File: src/hw/csr_pkg.sv
`default_nettype none

package csr_pkg;

    typedef logic [31:0] xlen_t;
    typedef logic [11:0] csr_addr_t;

    // Resolved operation, immediate forms arrive with the same encoding.
    typedef enum logic [1:0] {
        csr_op_none  = 2'd0,
        csr_op_write = 2'd1,
        csr_op_set   = 2'd2,
        csr_op_clear = 2'd3
    } csr_op_t;

    localparam csr_addr_t csr_mstatus  = 12'h300;
    localparam csr_addr_t csr_mtvec    = 12'h305;
    localparam csr_addr_t csr_mscratch = 12'h340;
    localparam csr_addr_t csr_mepc     = 12'h341;
    localparam csr_addr_t csr_mcause   = 12'h342;
    localparam csr_addr_t csr_mcycle   = 12'hB00;
    localparam csr_addr_t csr_mcycleh  = 12'hB80;

    localparam int mstatus_mie_bit  = 3;
    localparam int mstatus_mpie_bit = 7;

    localparam xlen_t mstatus_fixed = 32'h0000_1800; // MPP is machine mode.
    localparam xlen_t cause_ecall_m = 32'd11;

    typedef enum logic [1:0] {
        state_idle     = 2'd0,
        state_save     = 2'd1,
        state_redirect = 2'd2
    } trap_state_t;

endpackage

`default_nettype wire

File: src/hw/csr_op_unit.sv
`default_nettype none
`timescale 1ns/100ps

module csr_op_unit
    import csr_pkg::*;
(
    input  logic    csr_valid,
    input  csr_op_t csr_op,
    input  xlen_t   csr_operand,
    input  xlen_t   old_value,
    output logic    wr_en,
    output xlen_t   wr_data
);

    logic operand_zero;

    assign operand_zero = (csr_operand == '0);

    always_comb begin
        wr_en   = 1'b0;
        wr_data = old_value;
        case (csr_op)
            csr_op_write: begin
                wr_en   = csr_valid;
                wr_data = csr_operand;
            end
            csr_op_set: begin
                wr_en   = csr_valid && !operand_zero; // Pure read otherwise.
                wr_data = old_value | csr_operand;
            end
            csr_op_clear: begin
                wr_en   = csr_valid && !operand_zero;
                wr_data = old_value & ~csr_operand;
            end
            default: begin
                wr_en   = 1'b0;
                wr_data = old_value;
            end
        endcase
    end

endmodule

`default_nettype wire

File: src/hw/csr_regfile.sv
`default_nettype none
`timescale 1ns/100ps

module csr_regfile
    import csr_pkg::*;
#(
    parameter xlen_t reset_mtvec = '0
) (
    input  logic        clk,
    input  logic        rst,
    input  csr_addr_t   csr_addr,
    input  logic        wr_en,
    input  xlen_t       wr_data,
    input  logic        trap_save,
    input  logic        trap_return,
    input  xlen_t       trap_pc,
    input  logic [63:0] cycle_count,
    output xlen_t       rdata,
    output logic        illegal,
    output xlen_t       mtvec,
    output xlen_t       mepc
);

    logic  mie_q;
    logic  mpie_q;
    xlen_t mtvec_q;
    xlen_t mepc_q;
    xlen_t mcause_q;
    xlen_t mscratch_q;
    xlen_t mstatus_value;

    logic  wr_mstatus;
    logic  wr_mtvec;
    logic  wr_mepc;
    logic  wr_mscratch;

    always_comb begin
        mstatus_value                   = mstatus_fixed;
        mstatus_value[mstatus_mie_bit]  = mie_q;
        mstatus_value[mstatus_mpie_bit] = mpie_q;
    end

    always_comb begin
        illegal = 1'b0;
        case (csr_addr)
            csr_mstatus:  rdata = mstatus_value;
            csr_mtvec:    rdata = mtvec_q;
            csr_mepc:     rdata = mepc_q;
            csr_mcause:   rdata = mcause_q;
            csr_mscratch: rdata = mscratch_q;
            csr_mcycle:   rdata = cycle_count[31:0];
            csr_mcycleh:  rdata = cycle_count[63:32];
            default: begin
                rdata   = '0;
                illegal = 1'b1;
            end
        endcase
    end

    // mcause is left to the trap path.
    assign wr_mstatus  = wr_en && (csr_addr == csr_mstatus);
    assign wr_mtvec    = wr_en && (csr_addr == csr_mtvec);
    assign wr_mepc     = wr_en && (csr_addr == csr_mepc);
    assign wr_mscratch = wr_en && (csr_addr == csr_mscratch);

    always_ff @(posedge clk) begin
        if (rst) begin
            mie_q      <= 1'b0;
            mpie_q     <= 1'b0;
            mtvec_q    <= reset_mtvec;
            mepc_q     <= '0;
            mcause_q   <= '0;
            mscratch_q <= '0;
        end else begin
            if (trap_save) begin
                mepc_q   <= trap_pc;
                mcause_q <= cause_ecall_m;
                mpie_q   <= mie_q;  // Stack the enable.
                mie_q    <= 1'b0;
            end else if (trap_return) begin
                mie_q  <= mpie_q;
                mpie_q <= 1'b1;
            end else begin
                if (wr_mstatus) begin
                    mie_q  <= wr_data[mstatus_mie_bit];
                    mpie_q <= wr_data[mstatus_mpie_bit];
                end
                if (wr_mepc) begin
                    mepc_q <= wr_data;
                end
            end
            if (wr_mtvec) begin
                mtvec_q <= wr_data;
            end
            if (wr_mscratch) begin
                mscratch_q <= wr_data;
            end
        end
    end

    assign mtvec = mtvec_q;
    assign mepc  = mepc_q;

endmodule

`default_nettype wire

File: src/hw/csr_unit.sv
`default_nettype none
`timescale 1ns/100ps

module csr_unit
    import csr_pkg::*;
#(
    parameter xlen_t reset_mtvec = '0
) (
    input  logic      clk,
    input  logic      rst,
    input  logic      csr_valid,
    input  csr_addr_t csr_addr,
    input  csr_op_t   csr_op,
    input  xlen_t     csr_operand,
    input  logic      ecall,
    input  logic      mret,
    input  xlen_t     pc,
    output xlen_t     csr_rdata,
    output logic      csr_illegal,
    output logic      busy,
    output logic      redirect_valid,
    output xlen_t     redirect_pc
);

    logic        op_valid;
    logic        wr_en;
    xlen_t       wr_data;
    logic        trap_save;
    logic        trap_return;
    xlen_t       mtvec;
    xlen_t       mepc;
    xlen_t       trap_pc_q;
    logic [63:0] cycle_count;

    assign op_valid = csr_valid && !busy; // Strobes during a trap are dropped.

    // Hold the ecall pc until the save cycle.
    always_ff @(posedge clk) begin
        if (ecall && !busy) begin
            trap_pc_q <= pc;
        end
    end

    csr_op_unit csr_op_unit_inst (
        .csr_valid   (op_valid),
        .csr_op      (csr_op),
        .csr_operand (csr_operand),
        .old_value   (csr_rdata),
        .wr_en       (wr_en),
        .wr_data     (wr_data)
    );

    csr_regfile #(
        .reset_mtvec (reset_mtvec)
    ) csr_regfile_inst (
        .clk         (clk),
        .rst         (rst),
        .csr_addr    (csr_addr),
        .wr_en       (wr_en),
        .wr_data     (wr_data),
        .trap_save   (trap_save),
        .trap_return (trap_return),
        .trap_pc     (trap_pc_q),
        .cycle_count (cycle_count),
        .rdata       (csr_rdata),
        .illegal     (csr_illegal),
        .mtvec       (mtvec),
        .mepc        (mepc)
    );

    cycle_counter cycle_counter_inst (
        .clk      (clk),
        .rst      (rst),
        .csr_addr (csr_addr),
        .wr_en    (wr_en),
        .wr_data  (wr_data),
        .count    (cycle_count)
    );

    trap_fsm trap_fsm_inst (
        .clk            (clk),
        .rst            (rst),
        .ecall          (ecall),
        .mret           (mret),
        .mtvec          (mtvec),
        .mepc           (mepc),
        .trap_save      (trap_save),
        .trap_return    (trap_return),
        .busy           (busy),
        .redirect_valid (redirect_valid),
        .redirect_pc    (redirect_pc)
    );

endmodule

`default_nettype wire

File: src/hw/cycle_counter.sv
`default_nettype none
`timescale 1ns/100ps

module cycle_counter
    import csr_pkg::*;
(
    input  logic        clk,
    input  logic        rst,
    input  csr_addr_t   csr_addr,
    input  logic        wr_en,
    input  xlen_t       wr_data,
    output logic [63:0] count
);

    logic        wr_low;
    logic        wr_high;
    logic [63:0] count_q;

    assign wr_low  = wr_en && (csr_addr == csr_mcycle);
    assign wr_high = wr_en && (csr_addr == csr_mcycleh);

    always_ff @(posedge clk) begin
        if (rst) begin
            count_q <= '0;
        end else if (wr_low) begin
            count_q[31:0] <= wr_data;    // No increment on a write.
        end else if (wr_high) begin
            count_q[63:32] <= wr_data;
        end else begin
            count_q <= count_q + 64'd1;
        end
    end

    assign count = count_q;

endmodule

`default_nettype wire

File: src/hw/trap_fsm.sv
`default_nettype none
`timescale 1ns/100ps

module trap_fsm
    import csr_pkg::*;
(
    input  logic  clk,
    input  logic  rst,
    input  logic  ecall,
    input  logic  mret,
    input  xlen_t mtvec,
    input  xlen_t mepc,
    output logic  trap_save,
    output logic  trap_return,
    output logic  busy,
    output logic  redirect_valid,
    output xlen_t redirect_pc
);

    trap_state_t state_q;
    trap_state_t state_d;
    logic        is_mret_q;

    always_comb begin
        state_d = state_q;
        case (state_q)
            state_idle: begin
                if (ecall || mret) begin
                    state_d = state_save;
                end
            end
            state_save: begin
                state_d = state_redirect;
            end
            state_redirect: begin
                state_d = state_idle;
            end
            default: begin
                state_d = state_idle;
            end
        endcase
    end

    always_ff @(posedge clk) begin
        if (rst) begin
            state_q   <= state_idle;
            is_mret_q <= 1'b0;
        end else begin
            state_q <= state_d;
            if (state_q == state_idle && (ecall || mret)) begin
                is_mret_q <= mret && !ecall; // ecall wins a collision.
            end
        end
    end

    assign busy           = (state_q != state_idle);
    assign trap_save      = (state_q == state_save) && !is_mret_q;
    assign trap_return    = (state_q == state_save) && is_mret_q;
    assign redirect_valid = (state_q == state_redirect);

    // Registers already hold the committed values here.
    assign redirect_pc = is_mret_q ? mepc : {mtvec[31:2], 2'b00};

endmodule

`default_nettype wire

File: config.mk
export PLATFORM = sky130hd
export DESIGN_NAME = csr_unit
export DESIGN_NICKNAME = d
export VERILOG_FILES = /design/src/hw/csr_pkg.sv /design/src/hw/csr_op_unit.sv /design/src/hw/csr_regfile.sv /design/src/hw/csr_unit.sv /design/src/hw/cycle_counter.sv /design/src/hw/trap_fsm.sv
export SDC_FILE = /design/constraint.sdc
export NUM_CORES = 1
export LEC_CHECK = 0
export BUFFER_PORTS_ARGS = -buffer_cell sky130_fd_sc_hd__clkbuf_2
export CAP_MARGIN = 20
export CELL_PAD_IN_SITES_DETAIL_PLACEMENT = 1
export CELL_PAD_IN_SITES_GLOBAL_PLACEMENT = 1
export CORE_ASPECT_RATIO = 2
export CORE_MARGIN = 3
export CORE_UTILIZATION = 30
export DETAILED_ROUTE_END_ITERATION = 16
export PLACE_DENSITY = 0.69
export SYNTH_ARGS = -nofsm -noshare
export SYNTH_HDL_FRONTEND = slang
export SYNTH_SLANG_ARGS = --single-unit
File: constraint.sdc
create_clock -name clk -period 2.8 [get_ports clk]
set_clock_uncertainty 0.15 [all_clocks]
set_input_delay 0.28 -clock clk [delete_from_list [all_inputs] [get_ports clk]]
set_output_delay 0.28 -clock clk [all_outputs]
set_load 0.02 [all_outputs]
==> results of run 1 <==
[layout by cell type, fill, tap and decap left out, types with 6 or more instances in the layout]
cell type	instances
sky130_fd_sc_hd__buf_12	18
sky130_fd_sc_hd__a22oi_1	67
sky130_fd_sc_hd__nor4_1	13
sky130_fd_sc_hd__o211ai_1	15
sky130_fd_sc_hd__xor2_1	16
sky130_fd_sc_hd__clkbuf_2	149
sky130_fd_sc_hd__edfxtp_1	32
sky130_fd_sc_hd__nor4_4	6
sky130_fd_sc_hd__and3_1	14
sky130_fd_sc_hd__o21ai_0	81
sky130_fd_sc_hd__nor2_1	88
sky130_fd_sc_hd__inv_1	24
sky130_fd_sc_hd__xnor2_1	36
sky130_fd_sc_hd__nand4b_1	6
sky130_fd_sc_hd__clkbuf_16	17
sky130_fd_sc_hd__dfxtp_1	165
sky130_fd_sc_hd__buf_4	156
sky130_fd_sc_hd__and4_1	9
sky130_fd_sc_hd__nand2b_1	11
sky130_fd_sc_hd__nand4_1	22
sky130_fd_sc_hd__mux2_2	45
sky130_fd_sc_hd__a222oi_1	6
sky130_fd_sc_hd__o21ai_1	18
sky130_fd_sc_hd__mux2i_1	30
sky130_fd_sc_hd__nor3_2	10
sky130_fd_sc_hd__a21oi_1	76
sky130_fd_sc_hd__nand2_1	135
sky130_fd_sc_hd__a211oi_1	23
sky130_fd_sc_hd__and2_1	8
sky130_fd_sc_hd__nand3_1	36
sky130_fd_sc_hd__o22ai_1	56
sky130_fd_sc_hd__nor3_1	23
sky130_fd_sc_hd__a221oi_1	16
sky130_fd_sc_hd__dlygate4sd3_1	35
[critical path, cell delays in order]
cell	delay, ns
sky130_fd_sc_hd__clkbuf_2	0.17
sky130_fd_sc_hd__or4_4	0.56
sky130_fd_sc_hd__buf_4	0.17
sky130_fd_sc_hd__nor4_4	0.38
sky130_fd_sc_hd__a22oi_1	0.17
sky130_fd_sc_hd__o21ai_0	0.14
sky130_fd_sc_hd__buf_4	0.16
sky130_fd_sc_hd__a21o_1	0.13
sky130_fd_sc_hd__clkbuf_2	0.19
[layer usage]
layer	vias up	wire (um)
met1	5931	18470
met4	2	4199
li1	5323	-
met5	-	13
met2	472	27030
met3	181	2438
[worst max-delay path by stage]
stage	startpoint	to	slack (ns)	cells past startpoint
after floorplan	csr_addr[11]	csr_rdata[20]	0.20	7
after global placement	csr_addr[7]	cycle_counter_inst.count[48]$_SDFFE_PP0N_	-0.19	9
after detailed placement	csr_addr[7]	cycle_counter_inst.count[48]$_SDFFE_PP0N_	-0.23	9
after CTS	csr_addr[11]	csr_rdata[24]	0.04	8
after global routing	csr_addr[0]	csr_rdata[11]	-0.04	9
final	csr_addr[0]	csr_rdata[11]	0.02	9
[registers in the layout (all words and copies together) (netlist names), 2 cells and up]
register	count
trap_fsm_inst.state_q	2
csr_regfile_inst.mepc	32
trap_pc_q	32
csr_regfile_inst.mtvec	32
csr_regfile_inst.mscratch_q	32
cycle_counter_inst.count	64
[synth_stat cells, drive strengths merged (6+ instances only)]
| master | instances |
|---|---|
| nor2 | 91 |
| a222oi | 6 |
| and3 | 14 |
| nand4 | 23 |
| a21oi | 76 |
| mux2i | 30 |
| nor4 | 22 |
| o211ai | 15 |
| o22ai | 56 |
| xor2 | 16 |
| clkbuf | 45 |
| inv | 25 |
| o21ai | 99 |
| nor3 | 35 |
| xnor2 | 36 |
| nand4b | 6 |
| nand2b | 11 |
| a22oi | 67 |
| nand3 | 36 |
| and4 | 9 |
| dfxtp | 166 |
| mux2 | 45 |
| and2 | 10 |
| edfxtp | 32 |
| nand2 | 135 |
| a31oi | 7 |
| a221oi | 17 |
| a211oi | 24 |
| buf | 39 |
| or2 | 7 |
[cell families (layout without fill, tap and decap cells)]
family / after synthesis / after routing
simple gates: 428 / 428
compound gates: 395 / 395
mux: 75 / 75
flops: 198 / 198
buf+inv: 110 / 419
fa+ha+maj: 1 / 1
xor+xnor: 52 / 52
[layout make-up]
class                           count  area [sq um]
Clock inverter                     13         115.1
Timing Repair Buffer              361          2661
Sequential cell                   198          4285
Inverter                           26         97.59
Multi-Input combinational cell    951          6162
Fill cell                        4277         21480
Tap cell                          450         563.0
Clock buffer                       19         442.9
[where the power goes]
group / switching (W) / leakage, nW / internal (W) / total (W)
Clock: 0.00127 / 0.263 / 0.00119 / 0.00246
Combinational: 0.000483 / 3.56 / 0.000293 / 0.000776
Sequential: 0.0000593 / 1.65 / 0.00297 / 0.00303
[through the flow]
stage / hold WS (ns) / util [%]
floorplan: 0.2289 / -
global placement: 0.2847 / 37.37
detailed placement: 0.2942 / 37.37
CTS: 0.1169 / 39.90
global route: 0.1538 / 40.02
finish: 0.1503 / 40.02
[timing repair]
| action | CTS | global route |
|---|---|---|
| resized for setup | 0 | 5 |
| hold endpoints to repair | 34 | 0 |
| setup endpoints to repair | 0 | 20 |
| buffers inserted | 0 | 2 |
| hold buffers | 35 | 0 |
==> results.txt, run 1 <==
----------------------------------------------------
[Job]
  MaxCap Viol Count ... 0

[Pwr]
  Total power per unit cell area ... 437.1 mW/mm^2
  Power consumption ... 0.006263 W
  Worst supply voltage drop on vdd ... 335.2 uV
  Static Leak ... 5.474 nW

[STA]
  Final TNS setup ... 0 ns
  Final worst path period share ... 99.17%
  Clock period minus worst slack ... 2.777 ns
  Worst slew margin ... 28.18%
  Transition time of the tightest slew-check pin ... 1.073 ns
  Final-report hold violation count ... 0
  Maximum operating frequency ... 0.3601 GHz
  Final Setup Violations ... 0
  Setup ws final ... 0.02318 ns
  Total count of max-transition violations in the final report ... 0

[Status]
  Status ... finished clean

[Synth]
  Ys Warns ... 0
  Simple-gate share of the synthesized area ... 20.95%
  Distinct cell type count of the synthesized netlist ... 79
  Number of flip-flops and latches in the synthesized netlist ... 198
  Portion of netlist area occupied by mux cells ... 7.410%
  Top cell type by total area after synthesis ... sky130_fd_sc_hd__dfxtp_1
  Most area-consuming cells after synthesis ... sky130_fd_sc_hd__dfxtp_1 31%, sky130_fd_sc_hd__edfxtp_1 8.8%, sky130_fd_sc_hd__mux2_2 4.7%
  Xor and xnor fraction of the mapped netlist area ... 4.182%
  Mean Syn Cell Area ... 8.651 sq um
  Main synth FF type ... sky130_fd_sc_hd__dfxtp_1
  Post-Syn Nets ... 1,343
  Synthesized-area fraction occupied by adder cells ... 0.1149%
  Largest family of logic cells by synthesized area ... compound AO/OA/AOI/OAI gates
  Number of synthesized flops with an enable pin ... 32
  Async set or reset register ratio after synthesis ... 0%
  Synth Area in Compound Gates ... 23.53%
  Synth top area share ... 30.51%
  Mapped Area ... 0.01089 sq mm
  Cells after Synth ... 1,259
  Sequential element share of the synthesized area ... 39.33%

[GRT]
  All-layer global routing usage ... 26.17%
  Met1 usage in global routing ... 27.25%
  Largest net degree at the start of global routing ... 37
  Grt peak-use layer ... met2
  Total congestion overflow after global routing ... 0
  GRT met3 Usage ... 3.571%
  Met2 layer usage reported by global route ... 47.23%
  Antenna violations before repair ... 1
  Number of global-route vias before repair ... 12,420
  First-pass GRT wire length ... 76.40 mm

[Clocking]
  Cell chosen for the clock root ... sky130_fd_sc_hd__clkbuf_16
  CTS tree ... yes
  Clock transition at the registers of the reported paths ... 0.08 ns
  Maximum buffer depth of the clock tree ... 2
  Total CTS buffers ... 17
  # clock sinks ... 198
  CTS H-tree depth ... 4
  Insertion delay to the later sink of the worst-skew pair ... 0.48 ns

[Finish]
  Synth-to-layout area growth ... 31.55%
  Post-route cell area ... 0.01433 sq mm
  Nets@finish ... 1,639
  Share of cells above drive strength 1 ... 28.44%
  Post-route insts no fill ... 2,018
  N_diodes ... 0

[Drt]
  Post-detailed-routing wire length ... 52.16 mm
  Via count ... 11,910
  Antenna Nets Post-Route ... 0
  Detailed-router iteration count before antenna repair ... 5
  Drt wl/cell ... 25.85 um
  Number of DRC violations after detailed routing ... 0
  Number of DRC markers in iteration 0 ... 785
  Detailed-route vias per instance ... 5.901

[Placed design]
  Post-placement cell count ... 1,949
  Final GP Congestion ... 0.9769
  HPWL after detailed placement ... 40.48 mm
  Placement-stage worst setup slack ... -0.2309 ns
  Count of input and output buffers ... 149
  Cell area after placement ... 0.01338 sq mm

[Floorplanning]
  Site row count ... 98
  Boundary Pins ... 150
  Die W ... 140.7 um
  Die footprint ... 0.03877 sq mm
  Core area ... 0.03580 sq mm
  Initial core utilization ... 30.42%
  Vertical extent of the die ... 275.5 um

[Setup path]
  Startpoint types ... primary input
  Data arrival time at the worst-slack endpoint ... 2.35 ns
  Depth of the worst register-to-register path ... 8
  Worst Setup End Kind ... primary output
  Launching point of the worst reg2reg path ... cycle_counter_inst.count[24]$_SDFFE_PP0P_
  Max FO, Critical Path ... 8
  Critical path class ... primary input to primary output
  Worst EP required ... 2.37 ns
  R2r endpoint ... cycle_counter_inst.count[58]$_SDFFE_PP0N_
  Internal reg-to-reg setup slack ... 0.09 ns

[Worst hold path]
  Worst hold start ... csr_operand[8]
  Endpoint, Worst Hold ... csr_regfile_inst.mepc[8]$_SDFFE_PP0P_
  Worst Hold Path Cells ... 3
  Min-Delay Path Class ... primary input to flop

----------------------------------------------------
Power figures use the tool's default switching activity.
==> run 2: changes to the inputs <==
- CORE_ASPECT_RATIO: 2 -> 1.2
==> run 2 against run 1 <==
Compared with the run above:
- sequential share of layout area shrank 0.35 points
- wire length shrank 5.1%
- power grew 3.2%
- global-route usage shrank 1.3 points
- via count grew 0.61%
- clock power grew 8.1%
- hold slack gained 0.0028 ns
- cell area grew 1.2%
- count of clock-buffer cells in the layout shrank 1
- critical path depth grew 2
- largest cell class unchanged
- largest power group unchanged
==> results.txt, run 2 (synthesis results as in run 1) <==
----------------------------------------------------
[GRT]
  Total congestion overflow after global routing ... 0
  Number of global-route vias before repair ... 12,530
  All-layer global routing usage ... 24.87%
  Antenna violations before repair ... 0
  First-pass GRT wire length ... 75.20 mm
  Largest net degree at the start of global routing ... 52

[Drt]
  Via count ... 11,980
  Drt wl/cell ... 24.23 um
  Detailed-route vias per instance ... 5.862
  Detailed-router iteration count before antenna repair ... 5
  Number of DRC violations after detailed routing ... 0
  Post-detailed-routing wire length ... 49.52 mm
  Antenna Nets Post-Route ... 0
  Number of DRC markers in iteration 0 ... 973

[Floorplanning]
  Die W ... 179.9 um
  Core area ... 0.03538 sq mm
  Initial core utilization ... 30.79%
  Boundary Pins ... 150
  Site row count ... 75
  Vertical extent of the die ... 214.7 um
  Die footprint ... 0.03864 sq mm

[Job]
  MaxCap Viol Count ... 0

[Finish]
  Nets@finish ... 1,653
  Synth-to-layout area growth ... 33.08%
  Filler cell count in the final layout ... 4,168
  Post-route insts no fill ... 2,044
  Max FFs per register ... 64
  Commonest cells after routing, fill and taps aside ... 173 x sky130_fd_sc_hd__buf_4, 165 x sky130_fd_sc_hd__dfxtp_1, 148 x sky130_fd_sc_hd__clkbuf_2
  Share of cells above drive strength 1 ... 29.20%
  Most frequent standard cell in the layout excluding fill and tap cells ... sky130_fd_sc_hd__buf_4
  N_diodes ... 0

[Worst hold path]
  Min-Delay Path Class ... primary input to flop

[STA]
  Final Setup Violations ... 0
  Total count of max-transition violations in the final report ... 0
  Final worst path period share ... 98.44%
  RSZ-0062 raised after global routing ... true
  Clock period minus worst slack ... 2.756 ns
  Maximum operating frequency ... 0.3628 GHz
  Worst slew margin ... 36.08%
  Transition time of the tightest slew-check pin ... 0.9552 ns
  Final-report hold violation count ... 0
  Final TNS setup ... 0 ns

[Placed design]
  Count of input and output buffers ... 149
  HPWL after detailed placement ... 37.73 mm
  Final GP Congestion ... 1.018
  Post-placement cell count ... 1,974

[Pwr]
  Static Leak ... 5.578 nW
  Total power per unit cell area ... 445.8 mW/mm^2
  Power consumption ... 0.006461 W
  Worst supply voltage drop on vdd ... 472.8 uV

[Status]
  Status ... finished clean

[Clocking]
  Insertion delay to the later sink of the worst-skew pair ... 0.47 ns
  Clock transition at the registers of the reported paths ... 0.08 ns
  Total CTS buffers ... 17
  CTS H-tree depth ... 4
  CTS tree ... yes
  # clock sinks ... 198
  Maximum buffer depth of the clock tree ... 2
  Cell chosen for the clock root ... sky130_fd_sc_hd__clkbuf_16

[Setup path]
  Depth of the worst register-to-register path ... 9
  Launching point of the worst reg2reg path ... cycle_counter_inst.count[24]$_SDFFE_PP0P_
  Worst EP required ... 2.37 ns
  Capturing instance or port of the critical path ... csr_rdata[19]
  Critical path class ... primary input to primary output
  Worst Setup End Kind ... primary output
  Data arrival time at the worst-slack endpoint ... 2.33 ns
  R2r endpoint ... cycle_counter_inst.count[55]$_SDFFE_PP0N_
  Launching instance or port of the critical path ... csr_addr[11]
  Max FO, Critical Path ... 12
  Internal reg-to-reg setup slack ... 0.13 ns
  Startpoint types ... primary input

----------------------------------------------------
-- run 2: cell count changes in the layout (fill, tap and decap cells not counted), moves of 2 or more --
cell,delta
sky130_fd_sc_hd__buf_4,+17
sky130_fd_sc_hd__inv_6,+3
sky130_fd_sc_hd__clkinvlp_4,-4
sky130_fd_sc_hd__clkinv_8,+2
-- run 2: timing repair --
item / CTS / global route
pin swaps: 1 / 1
endpoints found under the hold margin: 34 / 0
setup endpoints to repair: 1 / 15
gates resized for setup: 1 / 4
setup buffers: 1 / 2
hold buffers: 35 / 0
-- run 2: layout make-up --
type / count / area, sq um / area share [%]
clock inverters: 14 / 178.9 / 1.234
flip-flops and latches: 198 / 4285 / 29.56
well taps: 462 / 578.1 / 3.988
clock buffers: 18 / 439.2 / 3.030
repair buffers: 375 / 2753 / 18.99
multi-input cells: 951 / 6163 / 42.52
inverters: 26 / 97.59 / 0.6733
-- run 2: through the flow --
step	instance area [sq um]	worst slack, ns	utilization (%)	hold slack [ns]
2_1_floorplan	10890	0.2028	-	0.2289
3_3_place_gp	13470	-0.1009	38.08	0.2847
3_5_place_dp	13480	-0.1069	38.11	0.3042
4_1_cts	14460	0.009700	40.88	0.1292
5_1_grt	14500	-0.05665	40.97	0.1831
6_report	14500	0.04376	40.97	0.1531
-- run 2: how the worst min path moves through the flow --
stage | startpoint | to | slack, ns | cells after the start
2_1_floorplan | pc[0] | trap_pc_q[0]$_DFFE_PP_ | 0.23 | 0
3_3_place_gp | csr_regfile_inst.mscratch_q[11]$_SDFFE_PP0P_ | csr_regfile_inst.mscratch_q[11]$_SDFFE_PP0P_ | 0.28 | 2
3_5_place_dp | csr_regfile_inst.mscratch_q[7]$_SDFFE_PP0P_ | csr_regfile_inst.mscratch_q[7]$_SDFFE_PP0P_ | 0.30 | 2
4_1_cts | csr_operand[5] | csr_regfile_inst.mepc[5]$_SDFFE_PP0P_ | 0.13 | 4
5_1_grt | csr_operand[5] | cycle_counter_inst.count[37]$_SDFFE_PP0N_ | 0.18 | 4
6_report | csr_operand[5] | csr_regfile_inst.mepc[5]$_SDFFE_PP0P_ | 0.15 | 4
-- run 2: metal layers --
layer | vias up | track usage, % | routed length [um]
met4 | 0 | 10.01 | 1790
li1 | 5367 | - | -
met5 | - | 0 | 0
met3 | 110 | 4.448 | 2897
met2 | 515 | 42.80 | 24000
met1 | 5990 | 30.80 | 20830
-- run 2: critical path: stages --
cell,delay (ns)
sky130_fd_sc_hd__clkbuf_2,0.10
sky130_fd_sc_hd__or4_1,0.52
sky130_fd_sc_hd__buf_4,0.19
sky130_fd_sc_hd__buf_4,0.15
sky130_fd_sc_hd__nor4_4,0.23
sky130_fd_sc_hd__buf_4,0.18
sky130_fd_sc_hd__buf_6,0.16
sky130_fd_sc_hd__a22oi_1,0.10
sky130_fd_sc_hd__nand2_1,0.11
sky130_fd_sc_hd__buf_4,0.15
sky130_fd_sc_hd__buf_4,0.15
-- run 2: where the power goes --
| part | leakage [nW] | internal [W] | switching, W | total, W |
|---|---|---|---|---|
| combinational | 3.63 | 0.000311 | 0.000470 | 0.000781 |
| sequential | 1.65 | 0.00297 | 0.0000582 | 0.00303 |
| clock | 0.302 | 0.00132 | 0.00134 | 0.00266 |
==> run 3: changes to the inputs <==
- PLACE_DENSITY: 0.69 -> unset
- PLACE_DENSITY_LB_ADDON: unset -> 0.05
==> run 3 against run 2 <==
Compared with the run above:
- cell area rose by 1.8%
- critical path depth fell by 1
- critical endpoint unchanged
- maximum frequency rose by 0.58%
==> results.txt, run 3 (synthesis results as in run 1) <==
----------------------------------------------------
[Status]
  Status ... finished clean

[Finish]
  Max FFs per register ... 64
  Most frequent standard cell in the layout excluding fill and tap cells ... sky130_fd_sc_hd__buf_4
  Filler cell count in the final layout ... 4,125
  Synth-to-layout area growth ... 35.44%
  Commonest cells after routing, fill and taps aside ... 187 x sky130_fd_sc_hd__buf_4, 165 x sky130_fd_sc_hd__dfxtp_1, 149 x sky130_fd_sc_hd__clkbuf_2
  Share of cells above drive strength 1 ... 30.49%
  N_diodes ... 0
  Nets@finish ... 1,675

[STA]
  Transition time of the tightest slew-check pin ... 0.7248 ns
  Setup ws final ... 0.05961 ns
  Clock period minus worst slack ... 2.740 ns
  Total count of max-transition violations in the final report ... 0
  Worst slew margin ... 51.39%
  Maximum operating frequency ... 0.3649 GHz
  Final-report hold violation count ... 0
  Final worst path period share ... 97.87%
  Final Setup Violations ... 0
  RSZ-0062 raised after global routing ... false

[Clocking]
  Cell chosen for the clock root ... sky130_fd_sc_hd__clkbuf_16
  CTS H-tree depth ... 4
  Clock transition at the registers of the reported paths ... 0.08 ns
  Total CTS buffers ... 17
  Insertion delay to the later sink of the worst-skew pair ... 0.48 ns
  CTS tree ... yes
  Post-CTS setup buffer count ... 0
  # clock sinks ... 198
  Maximum buffer depth of the clock tree ... 2

[Floorplanning]
  Site row count ... 75
  Die footprint ... 0.03864 sq mm
  Core area ... 0.03538 sq mm
  Initial core utilization ... 30.79%
  Die W ... 179.9 um
  Boundary Pins ... 150
  Vertical extent of the die ... 214.7 um

[Pwr]
  Clock share of power ... 40.0%
  Static Leak ... 5.712 nW
  Power consumption ... 0.006449 W
  Cell-internal power ... 0.004570 W
  Switching power as a share of total power ... 29.14%
  Total power per unit cell area ... 437.2 mW/mm^2
  Power share of the combinational group ... 13.0%
  Worst supply voltage drop on vdd ... 456.6 uV
  Sequential Power Share ... 47.0%
  Switching component of the power ... 0.001879 W

[Setup path]
  Startpoint types ... primary input
  Worst Setup End Kind ... primary output
  Data arrival time at the worst-slack endpoint ... 2.31 ns
  Internal reg-to-reg setup slack ... 0.14 ns
  Launching instance or port of the critical path ... csr_addr[11]
  R2r endpoint ... cycle_counter_inst.count[40]$_SDFFE_PP0N_
  Capturing instance or port of the critical path ... csr_rdata[19]
  Launching point of the worst reg2reg path ... cycle_counter_inst.count[24]$_SDFFE_PP0P_
  Depth of the worst register-to-register path ... 8
  Critical path class ... primary input to primary output
  Worst EP required ... 2.37 ns
  Max FO, Critical Path ... 11

[Worst hold path]
  Min-Delay Path Class ... primary input to flop

[Drt]
  Highest routed layer ... met4
  Detailed-router iteration count before antenna repair ... 5
  Drt wl/cell ... 26.39 um
  Post-detailed-routing wire length ... 54.51 mm
  Met2 wirelength from detailed routing ... 27.66 mm
  Antenna Nets Post-Route ... 0
  Routed metal-1 wire length ... 23.12 mm
  Via count ... 11,730
  Number of DRC markers in iteration 0 ... 860
  Number of DRC violations after detailed routing ... 0
  Detailed-route vias per instance ... 5.679
  Routed met3 length ... 1.821 mm

[GRT]
  Number of global-route vias before repair ... 12,260
  Total congestion overflow after global routing ... 0
  Antenna violations before repair ... 0
  First-pass GRT wire length ... 80.21 mm
  Largest net degree at the start of global routing ... 36
  All-layer global routing usage ... 27.73%

[Job]
  MaxCap Viol Count ... 0

[Placed design]
  Final GP Congestion ... 0.9170
  HPWL after detailed placement ... 42.03 mm
  Placement-stage worst setup slack ... -0.4012 ns
  Count of input and output buffers ... 149

----------------------------------------------------
-- run 3: per-layer routing --
metal / up-vias / global-route usage [%]
met2: 317 / 50.08
met3: 81 / 3.095
met1: 5917 / 33.81
met5: - / 0
li1: 5417 / -
met4: 0 / 10.52
-- run 3: area by class of cell --
cell class,count,area (sq um),area share [%]
sequential,198,4285,29.05
timing repair buffer,397,3003,20.36
inverter,26,97.59,0.6616
multi-input combinational,951,6197,42.01
tap,462,578.1,3.919
clock buffer,17,425.4,2.884
clock inverter,15,165.2,1.120
-- run 3: power groups by stage --
stage               Sequential (W)  Clock [W]  Combinational (W)
floorplan                  0.00306          0           0.000334
global placement           0.00310          0           0.000785
detailed placement         0.00310          0           0.000787
CTS                        0.00303    0.00264           0.000832
global route               0.00304    0.00273           0.000888
finish                     0.00303    0.00258           0.000837
-- run 3: worst min path at each step --
stage               cells past startpoint  slack, ns                                           end                                   startpoint
floorplan                               0       0.23                        trap_pc_q[0]$_DFFE_PP_                                        pc[0]
global placement                        2       0.29   csr_regfile_inst.mscratch_q[3]$_SDFFE_PP0P_  csr_regfile_inst.mscratch_q[3]$_SDFFE_PP0P_
detailed placement                      2       0.29   csr_regfile_inst.mscratch_q[3]$_SDFFE_PP0P_  csr_regfile_inst.mscratch_q[3]$_SDFFE_PP0P_
CTS                                     4       0.05  csr_regfile_inst.mscratch_q[23]$_SDFFE_PP0P_                              csr_operand[23]
global route                            4       0.08  csr_regfile_inst.mscratch_q[23]$_SDFFE_PP0P_                              csr_operand[23]
finish                                  4       0.07  csr_regfile_inst.mscratch_q[23]$_SDFFE_PP0P_                              csr_operand[23]
-- run 3: per-stage QoR --
step	instances	TNS (ns)	util, %	area [sq um]	hold WS [ns]
finish	2066	0	41.70	14750	0.06722
global route	2066	0	41.70	14750	0.08228
floorplan	1259	0	-	10890	0.2289
CTS	2066	0	41.63	14730	0.04622
global placement	1999	-12.93	38.94	13780	0.2857
detailed placement	1999	-17.14	38.94	13780	0.2948
-- run 3: what timing repair did --
action / 4_1_cts / 5_1_grt
resized for setup: 3 / 5
hold buffers: 35 / 0
endpoints found under the setup margin: 7 / 18
cloned: 0 / 0
hold endpoints to repair: 34 / 0
-- run 3: worst max-delay path: stages --
cell	delay, ns
sky130_fd_sc_hd__clkbuf_2	0.10
sky130_fd_sc_hd__or4_4	0.57
sky130_fd_sc_hd__buf_4	0.19
sky130_fd_sc_hd__nor4_4	0.26
sky130_fd_sc_hd__buf_12	0.17
sky130_fd_sc_hd__buf_6	0.17
sky130_fd_sc_hd__a22oi_1	0.09
sky130_fd_sc_hd__nand2_2	0.17
sky130_fd_sc_hd__buf_4	0.13
sky130_fd_sc_hd__clkbuf_2	0.15
